[src/mbus_ice_pkg.sv]
`default_nettype none

package mbus_ice_pkg;

    // ice command and response codes, ascii
    localparam logic [7:0] ice_cmd_tx   = 8'h62;  // 'b'
    localparam logic [7:0] ice_resp_ack = 8'h61;  // 'a'
    localparam logic [7:0] ice_resp_nak = 8'h6e;  // 'n'

    // address word plus up to six data words
    localparam int ice_max_payload = 28;

    // width of the length and byte counters
    localparam int len_w = 8;

    // char fifo between parser and driver
    localparam int char_fifo_depth = 32;
    localparam int char_fifo_aw    = 5;  // log2 of depth

endpackage

`default_nettype wire
[src/mbus_ice_tx.sv]
`timescale 1ns/1ps
`default_nettype none

module mbus_ice_tx (
    input  logic        clk,
    input  logic        reset,
    input  logic        in_valid,
    input  logic [7:0]  in_char,
    output logic        out_valid,
    output logic [7:0]  out_char,
    output logic [31:0] mbus_txaddr,
    output logic [31:0] mbus_txdata,
    output logic        mbus_txreq,
    output logic        mbus_txpend,
    input  logic        mbus_txack,
    input  logic        mbus_txsucc,
    input  logic        mbus_txfail,
    output logic        mbus_txresp_ack
);

    logic       fifo_wr;
    logic [7:0] fifo_wdata;
    logic       frame_valid;
    logic       char_pending;
    logic [7:0] event_id;
    logic       char_advance;
    logic       char_valid;
    logic [7:0] tx_char;
    logic       gen_ack;
    logic       gen_nak;
    logic       acknak_valid;

    ice_frame_rx u_frame_rx (
        .clk          (clk),
        .reset        (reset),
        .in_valid     (in_valid),
        .in_char      (in_char),
        .char_advance (char_advance),
        .fifo_wr      (fifo_wr),
        .fifo_wdata   (fifo_wdata),
        .frame_valid  (frame_valid),
        .char_pending (char_pending),
        .event_id     (event_id)
    );

    ice_char_fifo u_char_fifo (
        .clk       (clk),
        .reset     (reset),
        .wr        (fifo_wr),
        .wdata     (fifo_wdata),
        .rd        (char_advance),
        .rdata     (tx_char),
        .not_empty (char_valid)
    );

    mbus_ice_driver_tx u_driver_tx (
        .clk             (clk),
        .reset           (reset),
        .frame_valid     (frame_valid),
        .char_valid      (char_valid),
        .tx_char         (tx_char),
        .char_pending    (char_pending),
        .char_advance    (char_advance),
        .mbus_txaddr     (mbus_txaddr),
        .mbus_txdata     (mbus_txdata),
        .mbus_txreq      (mbus_txreq),
        .mbus_txpend     (mbus_txpend),
        .mbus_txack      (mbus_txack),
        .mbus_txfail     (mbus_txfail),
        .mbus_txsucc     (mbus_txsucc),
        .mbus_txresp_ack (mbus_txresp_ack),
        .gen_ack         (gen_ack),
        .gen_nak         (gen_nak),
        .acknak_valid    (acknak_valid)
    );

    ice_acknak_gen u_acknak_gen (
        .clk          (clk),
        .reset        (reset),
        .gen_ack      (gen_ack),
        .gen_nak      (gen_nak),
        .event_id     (event_id),
        .out_valid    (out_valid),
        .out_char     (out_char),
        .acknak_valid (acknak_valid)
    );

endmodule

`default_nettype wire

[src/ice_acknak_gen.sv]
`timescale 1ns/1ps
`default_nettype none

module ice_acknak_gen (
    input  logic       clk,
    input  logic       reset,
    input  logic       gen_ack,
    input  logic       gen_nak,
    input  logic [7:0] event_id,
    output logic       out_valid,
    output logic [7:0] out_char,
    output logic       acknak_valid
);
    import mbus_ice_pkg::*;

    logic       busy;
    logic       is_nak;
    logic [1:0] cnt;  // byte index in the response

    always_ff @(posedge clk) begin
        if (reset) begin
            busy   <= 1'b0;
            is_nak <= 1'b0;
            cnt    <= 2'd0;
        end else if (gen_ack || gen_nak) begin
            busy   <= 1'b1;
            is_nak <= gen_nak;
            cnt    <= 2'd0;
        end else if (busy) begin
            cnt <= cnt + 2'd1;
            if (cnt == 2'd2) begin
                busy <= 1'b0;  // length byte was the last
            end
        end
    end

    assign out_valid    = busy;
    assign acknak_valid = busy;

    always_comb begin
        case (cnt)
            2'd0:    out_char = is_nak ? ice_resp_nak : ice_resp_ack;
            2'd1:    out_char = event_id;
            default: out_char = 8'h00;  // zero payload length
        endcase
    end

endmodule

`default_nettype wire

[src/mbus_ice_driver_tx.sv]
`timescale 1ns/1ps
`default_nettype none

module mbus_ice_driver_tx (
    input  logic        clk,
    input  logic        reset,
    input  logic        frame_valid,
    input  logic        char_valid,
    input  logic [7:0]  tx_char,
    input  logic        char_pending,
    output logic        char_advance,
    output logic [31:0] mbus_txaddr,
    output logic [31:0] mbus_txdata,
    output logic        mbus_txreq,
    output logic        mbus_txpend,
    input  logic        mbus_txack,
    input  logic        mbus_txfail,
    input  logic        mbus_txsucc,
    output logic        mbus_txresp_ack,
    output logic        gen_ack,
    output logic        gen_nak,
    input  logic        acknak_valid
);

    localparam logic [3:0] st_tx_idle        = 4'd0;
    localparam logic [3:0] st_tx_shift_addr0 = 4'd1;
    localparam logic [3:0] st_tx_shift_addr1 = 4'd2;
    localparam logic [3:0] st_tx_shift_addr2 = 4'd3;
    localparam logic [3:0] st_tx_shift_addr3 = 4'd4;
    localparam logic [3:0] st_tx_shift_data0 = 4'd5;
    localparam logic [3:0] st_tx_shift_data1 = 4'd6;
    localparam logic [3:0] st_tx_shift_data2 = 4'd7;
    localparam logic [3:0] st_tx_shift_data3 = 4'd8;
    localparam logic [3:0] st_tx_wait        = 4'd9;
    localparam logic [3:0] st_tx_txreq       = 4'd10;
    localparam logic [3:0] st_tx_txack       = 4'd11;
    localparam logic [3:0] st_tx_txsucc      = 4'd12;
    localparam logic [3:0] st_tx_result      = 4'd13;

    logic [3:0] state;
    logic [3:0] next_state;
    logic       addr_shift;
    logic       data_shift;

    always_ff @(posedge clk) begin
        if (reset) begin
            state <= st_tx_idle;
        end else begin
            state <= next_state;
        end
    end

    // bytes arrive msb first
    always_ff @(posedge clk) begin
        if (addr_shift) begin
            mbus_txaddr <= {mbus_txaddr[23:0], tx_char};
        end
        if (data_shift) begin
            mbus_txdata <= {mbus_txdata[23:0], tx_char};
        end
    end

    assign char_advance = addr_shift | data_shift;

    always_comb begin
        next_state      = state;
        addr_shift      = 1'b0;
        data_shift      = 1'b0;
        mbus_txreq      = 1'b0;
        mbus_txpend     = 1'b0;
        mbus_txresp_ack = 1'b0;
        gen_ack         = 1'b0;
        gen_nak         = 1'b0;

        case (state)
            st_tx_idle: begin
                if (frame_valid) begin
                    next_state = st_tx_shift_addr0;
                end
            end
            st_tx_shift_addr0, st_tx_shift_addr1,
            st_tx_shift_addr2, st_tx_shift_addr3: begin
                addr_shift = char_valid;  // stall on empty fifo
                if (char_valid) begin
                    next_state = state + 4'd1;
                end
            end
            st_tx_shift_data0, st_tx_shift_data1,
            st_tx_shift_data2, st_tx_shift_data3: begin
                data_shift = char_valid;
                if (char_valid) begin
                    next_state = state + 4'd1;  // data3 falls into wait
                end
            end
            st_tx_wait: begin
                next_state = st_tx_txreq;
            end
            st_tx_txreq: begin
                mbus_txreq  = 1'b1;
                mbus_txpend = char_pending;  // more words follow
                if (mbus_txack) begin
                    next_state = st_tx_txack;
                end
            end
            st_tx_txack: begin
                if (!mbus_txack) begin
                    next_state = char_pending ? st_tx_shift_data0 : st_tx_txsucc;
                end
            end
            st_tx_txsucc: begin
                if (mbus_txsucc) begin
                    gen_ack    = 1'b1;
                    next_state = st_tx_result;
                end else if (mbus_txfail) begin
                    gen_nak    = 1'b1;
                    next_state = st_tx_result;
                end
            end
            st_tx_result: begin
                mbus_txresp_ack = 1'b1;
                // hold until the response frame is out
                if (!acknak_valid) begin
                    next_state = st_tx_idle;
                end
            end
            default: begin
                next_state = st_tx_idle;
            end
        endcase
    end

endmodule

`default_nettype wire

[src/ice_char_fifo.sv]
`timescale 1ns/1ps
`default_nettype none

module ice_char_fifo (
    input  logic       clk,
    input  logic       reset,
    input  logic       wr,
    input  logic [7:0] wdata,
    input  logic       rd,
    output logic [7:0] rdata,
    output logic       not_empty
);
    import mbus_ice_pkg::*;

    logic [7:0]              mem [char_fifo_depth];
    logic [char_fifo_aw-1:0] rd_ptr;
    logic [char_fifo_aw-1:0] wr_ptr;
    logic [char_fifo_aw:0]   count;
    logic                    full;
    logic                    wr_en;
    logic                    rd_en;

    assign full      = (count == (char_fifo_aw + 1)'(char_fifo_depth));
    assign not_empty = (count != '0);
    assign rd_en     = rd && not_empty;
    assign wr_en     = wr && (!full || rd_en);  // pop frees a slot in the same cycle
    assign rdata     = mem[rd_ptr];

    always_ff @(posedge clk) begin
        if (wr_en) begin
            mem[wr_ptr] <= wdata;
        end
    end

    always_ff @(posedge clk) begin
        if (reset) begin
            rd_ptr <= '0;
            wr_ptr <= '0;
            count  <= '0;
        end else begin
            if (wr_en) begin
                wr_ptr <= wr_ptr + 1'b1;  // wraps at depth
            end
            if (rd_en) begin
                rd_ptr <= rd_ptr + 1'b1;
            end
            if (wr_en && !rd_en) begin
                count <= count + 1'b1;
            end else if (rd_en && !wr_en) begin
                count <= count - 1'b1;
            end
        end
    end

endmodule

`default_nettype wire

[src/ice_frame_rx.sv]
`timescale 1ns/1ps
`default_nettype none

module ice_frame_rx (
    input  logic       clk,
    input  logic       reset,
    input  logic       in_valid,
    input  logic [7:0] in_char,
    input  logic       char_advance,
    output logic       fifo_wr,
    output logic [7:0] fifo_wdata,
    output logic       frame_valid,
    output logic       char_pending,
    output logic [7:0] event_id
);
    import mbus_ice_pkg::*;

    localparam logic [1:0] st_cmd     = 2'd0;
    localparam logic [1:0] st_event   = 2'd1;
    localparam logic [1:0] st_len     = 2'd2;
    localparam logic [1:0] st_payload = 2'd3;

    logic [1:0]       state;
    logic [len_w-1:0] rx_left;     // payload bytes still to arrive
    logic [len_w-1:0] unconsumed;  // bytes the driver has not taken yet
    logic             len_ok;
    logic             len_take;

    // zero or oversized lengths drop the frame
    assign len_ok   = (len_w'(in_char) != '0) &&
                      (len_w'(in_char) <= len_w'(ice_max_payload));
    assign len_take = in_valid && (state == st_len) && len_ok;

    assign fifo_wr      = in_valid && (state == st_payload);
    assign fifo_wdata   = in_char;
    assign char_pending = (unconsumed != '0);

    always_ff @(posedge clk) begin
        if (reset) begin
            state   <= st_cmd;
            rx_left <= '0;
        end else if (in_valid) begin
            case (state)
                st_cmd: begin
                    if (in_char == ice_cmd_tx) begin
                        state <= st_event;  // anything else is ignored
                    end
                end
                st_event: begin
                    state <= st_len;
                end
                st_len: begin
                    rx_left <= len_w'(in_char);
                    state   <= len_ok ? st_payload : st_cmd;
                end
                default: begin
                    rx_left <= rx_left - 1'b1;
                    if (rx_left == len_w'(1)) begin
                        state <= st_cmd;
                    end
                end
            endcase
        end
    end

    always_ff @(posedge clk) begin
        if (in_valid && (state == st_event)) begin
            event_id <= in_char;
        end
    end

    // frame stays valid until the driver pops the last byte
    always_ff @(posedge clk) begin
        if (reset) begin
            unconsumed  <= '0;
            frame_valid <= 1'b0;
        end else if (len_take) begin
            unconsumed  <= len_w'(in_char);
            frame_valid <= 1'b1;
        end else if (char_advance && (unconsumed != '0)) begin
            unconsumed <= unconsumed - 1'b1;
            if (unconsumed == len_w'(1)) begin
                frame_valid <= 1'b0;
            end
        end
    end

endmodule

`default_nettype wire

[config.mk]
export PLATFORM = sky130hd
export DESIGN_NAME = mbus_ice_tx
export DESIGN_NICKNAME = d
export VERILOG_FILES = /design/src/mbus_ice_pkg.sv /design/src/mbus_ice_tx.sv /design/src/ice_acknak_gen.sv /design/src/mbus_ice_driver_tx.sv /design/src/ice_char_fifo.sv /design/src/ice_frame_rx.sv
export SDC_FILE = /design/constraint.sdc
export NUM_CORES = 1
export LEC_CHECK = 0
export CAP_MARGIN = 20
export CORE_ASPECT_RATIO = 0.5
export CORE_MARGIN = 2
export CORE_UTILIZATION = 30
export CTS_CLUSTER_SIZE = 24
export DETAILED_ROUTE_END_ITERATION = 8
export DONT_BUFFER_PORTS = 1
export PLACE_DENSITY_LB_ADDON = 0.12
export SYNTH_ARGS = -nofsm -noshare
export SYNTH_HDL_FRONTEND = slang
export SYNTH_SLANG_ARGS = --single-unit
[constraint.sdc]
create_clock -name clk -period 5.08 [get_ports clk]
set_input_delay 1.016 -clock clk [delete_from_list [all_inputs] [get_ports clk]]
set_output_delay 1.016 -clock clk [all_outputs]
set_load 0.01 [all_outputs]
==> results.yml <==
logic_synthesis:
  ys_top_cells_by_count: "edfxtp_1 (328), mux4_2 (80), nor2_1 (72), dfxtp_1 (48), nand2_1 (39)"
  synthMostInstantiatedCell: "edfxtp_1"
  yosysTopAreaCellShare: 0.659
  async_flop_share: 0
  ys_seq_area_frac: 0.723
  ys_warn_count: 0
  synth-seq-cells: 376
  synthTopCellsByArea: "edfxtp_1 (66%), mux4_2 (12%), dfxtp_1 (6.4%)"
  synth_cell_types: 59
  synth_ff_type: "edfxtp_1"
  avgSynthCellArea_um2: 17.8
  synthCells: 838
  netlist_area_um2: 15000
  synth_edf_count: 328
  synth_fp_nets: 874
  synth_top_cell_by_area: "edfxtp_1"
place:
  placed_cells: 1458
  place.gp.congestion: 0.769
  io_buffers: 0
  place_hpwl_mm: 21.2
final_layout:
  area_growth_pct: 13.2
  final-seq-area_um2: 10800
  num_antenna_cells: 0
  multi_input_area_um2: 3900
  drive_gt1_frac: 0.195
  nNetsFinal: 884
  nFillCells: 4530
  finalNonFillerCells: 1523
global_routing:
  grt_use_total: 0.133
  grt_start_max_net_pins: 40
  gr-total-overflow: 0
  busiest_layer: "met1"
  antenna_found_initial: 1
  use_met3: 0.0368
  gr-usage-met1: 0.198
  grt_pass1_wl_mm: 50.7
  grt_pass1_vias: 7572
  met2_usage: 0.192
clock_tree:
  cts_tree: "yes"
  cts_setup_buffers: 0
  ctsHoldBuffers: 0
  cts.root.buffer_cell: "clkbuf_16"
  htree_levels: 2
  cts-resized-gates: 0
  numCtsBuffers: 37
  clock_latency_ns: 0.53
  clkSinkCount: 376
  ctsLongestPathBuffers: 3
  clk_pin_slew_ns: 0.06
timing:
  min_period_ns: 3.81
  worstMarginPinSlew_ns: 0.978
  finalCritPeriodShare: 0.751
  finalSetupViolCount: 0
  rsz0062_at_grt: "false"
  timing.setup.tns_ns: 0
  hold_violations: 0
  relSlewSlack: 0.347
  slew_violations: 0
  max_freq_mhz: 262
  clock_skew_ns: 0.00948
critical_path:
  path_class: "flip-flop to flip-flop"
  critPathBufInv: 2
  cp.required_ns: 5.51
  cp.arrival_ns: 4.24
  worst_setup_path_start_kind: "flip-flop"
  worstPathMaxFanout: 8
  critical-path-top-cell-by-count: "ha_1"
  crit_path_end_kind: "flip-flop"
  crit_chain: "inv_1, ha_1, a2111oi_0, o21a_1, a21oi_1, ha_1, inv_1, ha_1, nor2b_1, a311oi_1, o311ai_0, xnor2_1, nor2_1"
  cp_slowest_cell: "a2111oi_0"
  slowest_delay_ns: 0.58
  path_delay_family: "compound AO/OA/AOI/OAI gates"
drt:
  wl_mm: 34.2
  drt_iter0_drc: 491
  vias_per_cell: 4.90
  drt-pass1-iter-count: 5
  vias: 7461
  drc_errors: 0
  ant_nets: 0
  post_drt_wl_per_cell_um: 22.5
pwr:
  combinationalPowerShare: 0.153
  ir_drop_uv: 226
  clock_power_share: 0.365
  p_total_mw: 7.82
  p_leak_nw: 5.16
  p_sw_mw: 2.04
  p_seq_frac: 0.482
  switching_share: 0.260
  p_per_area_nw_per_um2: 462
  p_int_mw: 5.79
floorplanning:
  initial_utilization: 0.306
  die_w_um: 320
  ios: 90
  fp-row-count: 57
  dieHeight_um: 162
  core-area_um2: 48900
  die_area_um2: 51700
run:
  maxCapViolCount: 0
run_status:
  outcome: "finished clean"
hold_path:
  worstHoldPathType: "flip-flop to flip-flop"
## cell families after synthesis
group | synth area share
xor gates and xnor gates | 0.0105
adders and majority gates | 0.0189
and+or+nand+nor | 0.0623
AOI/OAI and AO/OA | 0.0341
DFF | 0.723
buffers and inverters | 0.0171
muxes | 0.134
## final cells by class
| class | count | area share |
|---|---|---|
| tap | 649 | 0.0480 |
| clock inverter | 19 | 0.0142 |
| sequential | 376 | 0.639 |
| timing repair buffer | 9 | 0.00399 |
| clock buffer | 46 | 0.0598 |
| multi-input combinational | 405 | 0.231 |
| inverter | 19 | 0.00421 |
## power by group through the flow
stage / clock network (mW) / registers (mW) / logic, mW
floorplan: 0 / 3.75 / 0.992
global placement: 0 / 3.85 / 1.20
detailed placement: 0 / 3.85 / 1.20
CTS: 2.95 / 3.78 / 1.21
global route: 3.07 / 3.80 / 1.32
finish: 2.85 / 3.77 / 1.20
## cells in the final DEF, fill, tap and decap left out, types with 6 or more instances in the layout
| cell | netlist | final |
|---|---|---|
| nor2_1 | 72 | 72 |
| nand3_1 | 14 | 14 |
| ha_1 | 21 | 21 |
| xnor2_1 | 9 | 9 |
| nand2_1 | 39 | 39 |
| inv_1 | 19 | 19 |
| a211oi_1 | 6 | 6 |
| xor2_1 | 9 | 9 |
| mux4_2 | 80 | 80 |
| o21ai_0 | 12 | 12 |
| clkbuf_16 | 0 | 39 |
| buf_4 | 6 | 9 |
| a21oi_1 | 22 | 21 |
| nor3_1 | 13 | 13 |
| clkbuf_1 | 19 | 6 |
| mux2_2 | 10 | 10 |
| and2_1 | 8 | 8 |
| mux2i_1 | 9 | 9 |
| edfxtp_1 | 328 | 328 |
| dfxtp_1 | 48 | 46 |
| a311oi_1 | 6 | 6 |
## stage by stage
step                worst slack (ns)   util  instance area, um^2  hold slack [ns]
global placement                1.06  0.321                15700            0.462
floorplan                      0.647      -                15000            0.445
detailed placement              1.02  0.321                15700            0.464
finish                          1.27  0.346                16900            0.468
global route                   0.892  0.346                16900            0.497
CTS                             1.29  0.346                16900            0.473
## worst reg2reg max path: stages, from the launching register on
cell and delay (ns):
dfxtp_1 0.41, inv_1 0.10, ha_1 0.30, a2111oi_0 0.58
o21a_1 0.34, a21oi_1 0.25, ha_1 0.32, inv_1 0.20
ha_1 0.30, nor2b_1 0.17, a311oi_1 0.31, o311ai_0 0.22
xnor2_1 0.17, nor2_1 0.05
## final timing paths
path	start	end	slack [ns]	cells after the start
hold reg to reg	u_frame_rx.rx_left[1]$_SDFFE_PP0P_	u_frame_rx.rx_left[1]$_SDFFE_PP0P_	0.47	2
setup reg to reg	u_driver_tx.state[0]$_SDFFE_PP0P_	u_char_fifo.count[5]$_SDFFE_PP0P_	1.27	13
setup / recovery	u_driver_tx.state[0]$_SDFFE_PP0P_	u_char_fifo.count[5]$_SDFFE_PP0P_	1.27	13
hold / removal	u_frame_rx.rx_left[1]$_SDFFE_PP0P_	u_frame_rx.rx_left[1]$_SDFFE_PP0P_	0.47	2
## registers in the layout, summed over array words and instances (netlist names), 2 cells and up, named ones only
signal and cells:
u_frame_rx.event_id 8, u_driver_tx.mbus_txdata 32, u_frame_rx.unconsumed 8, u_char_fifo.wr_ptr 5, u_frame_rx.rx_left 8, u_char_fifo.mem 256
u_acknak_gen.cnt 2, u_driver_tx.state 4, u_char_fifo.rd_ptr 5, u_frame_rx.state 2, u_char_fifo.count 6, u_driver_tx.mbus_txaddr 32
## layer usage
metal  up-vias  share of wire
met2       208           0.43
met5         -              0
met1      3868           0.49
met3        42          0.065
li1       3343              -
met4         0          0.018
Note: power is estimated with default switching activity, not from simulation.
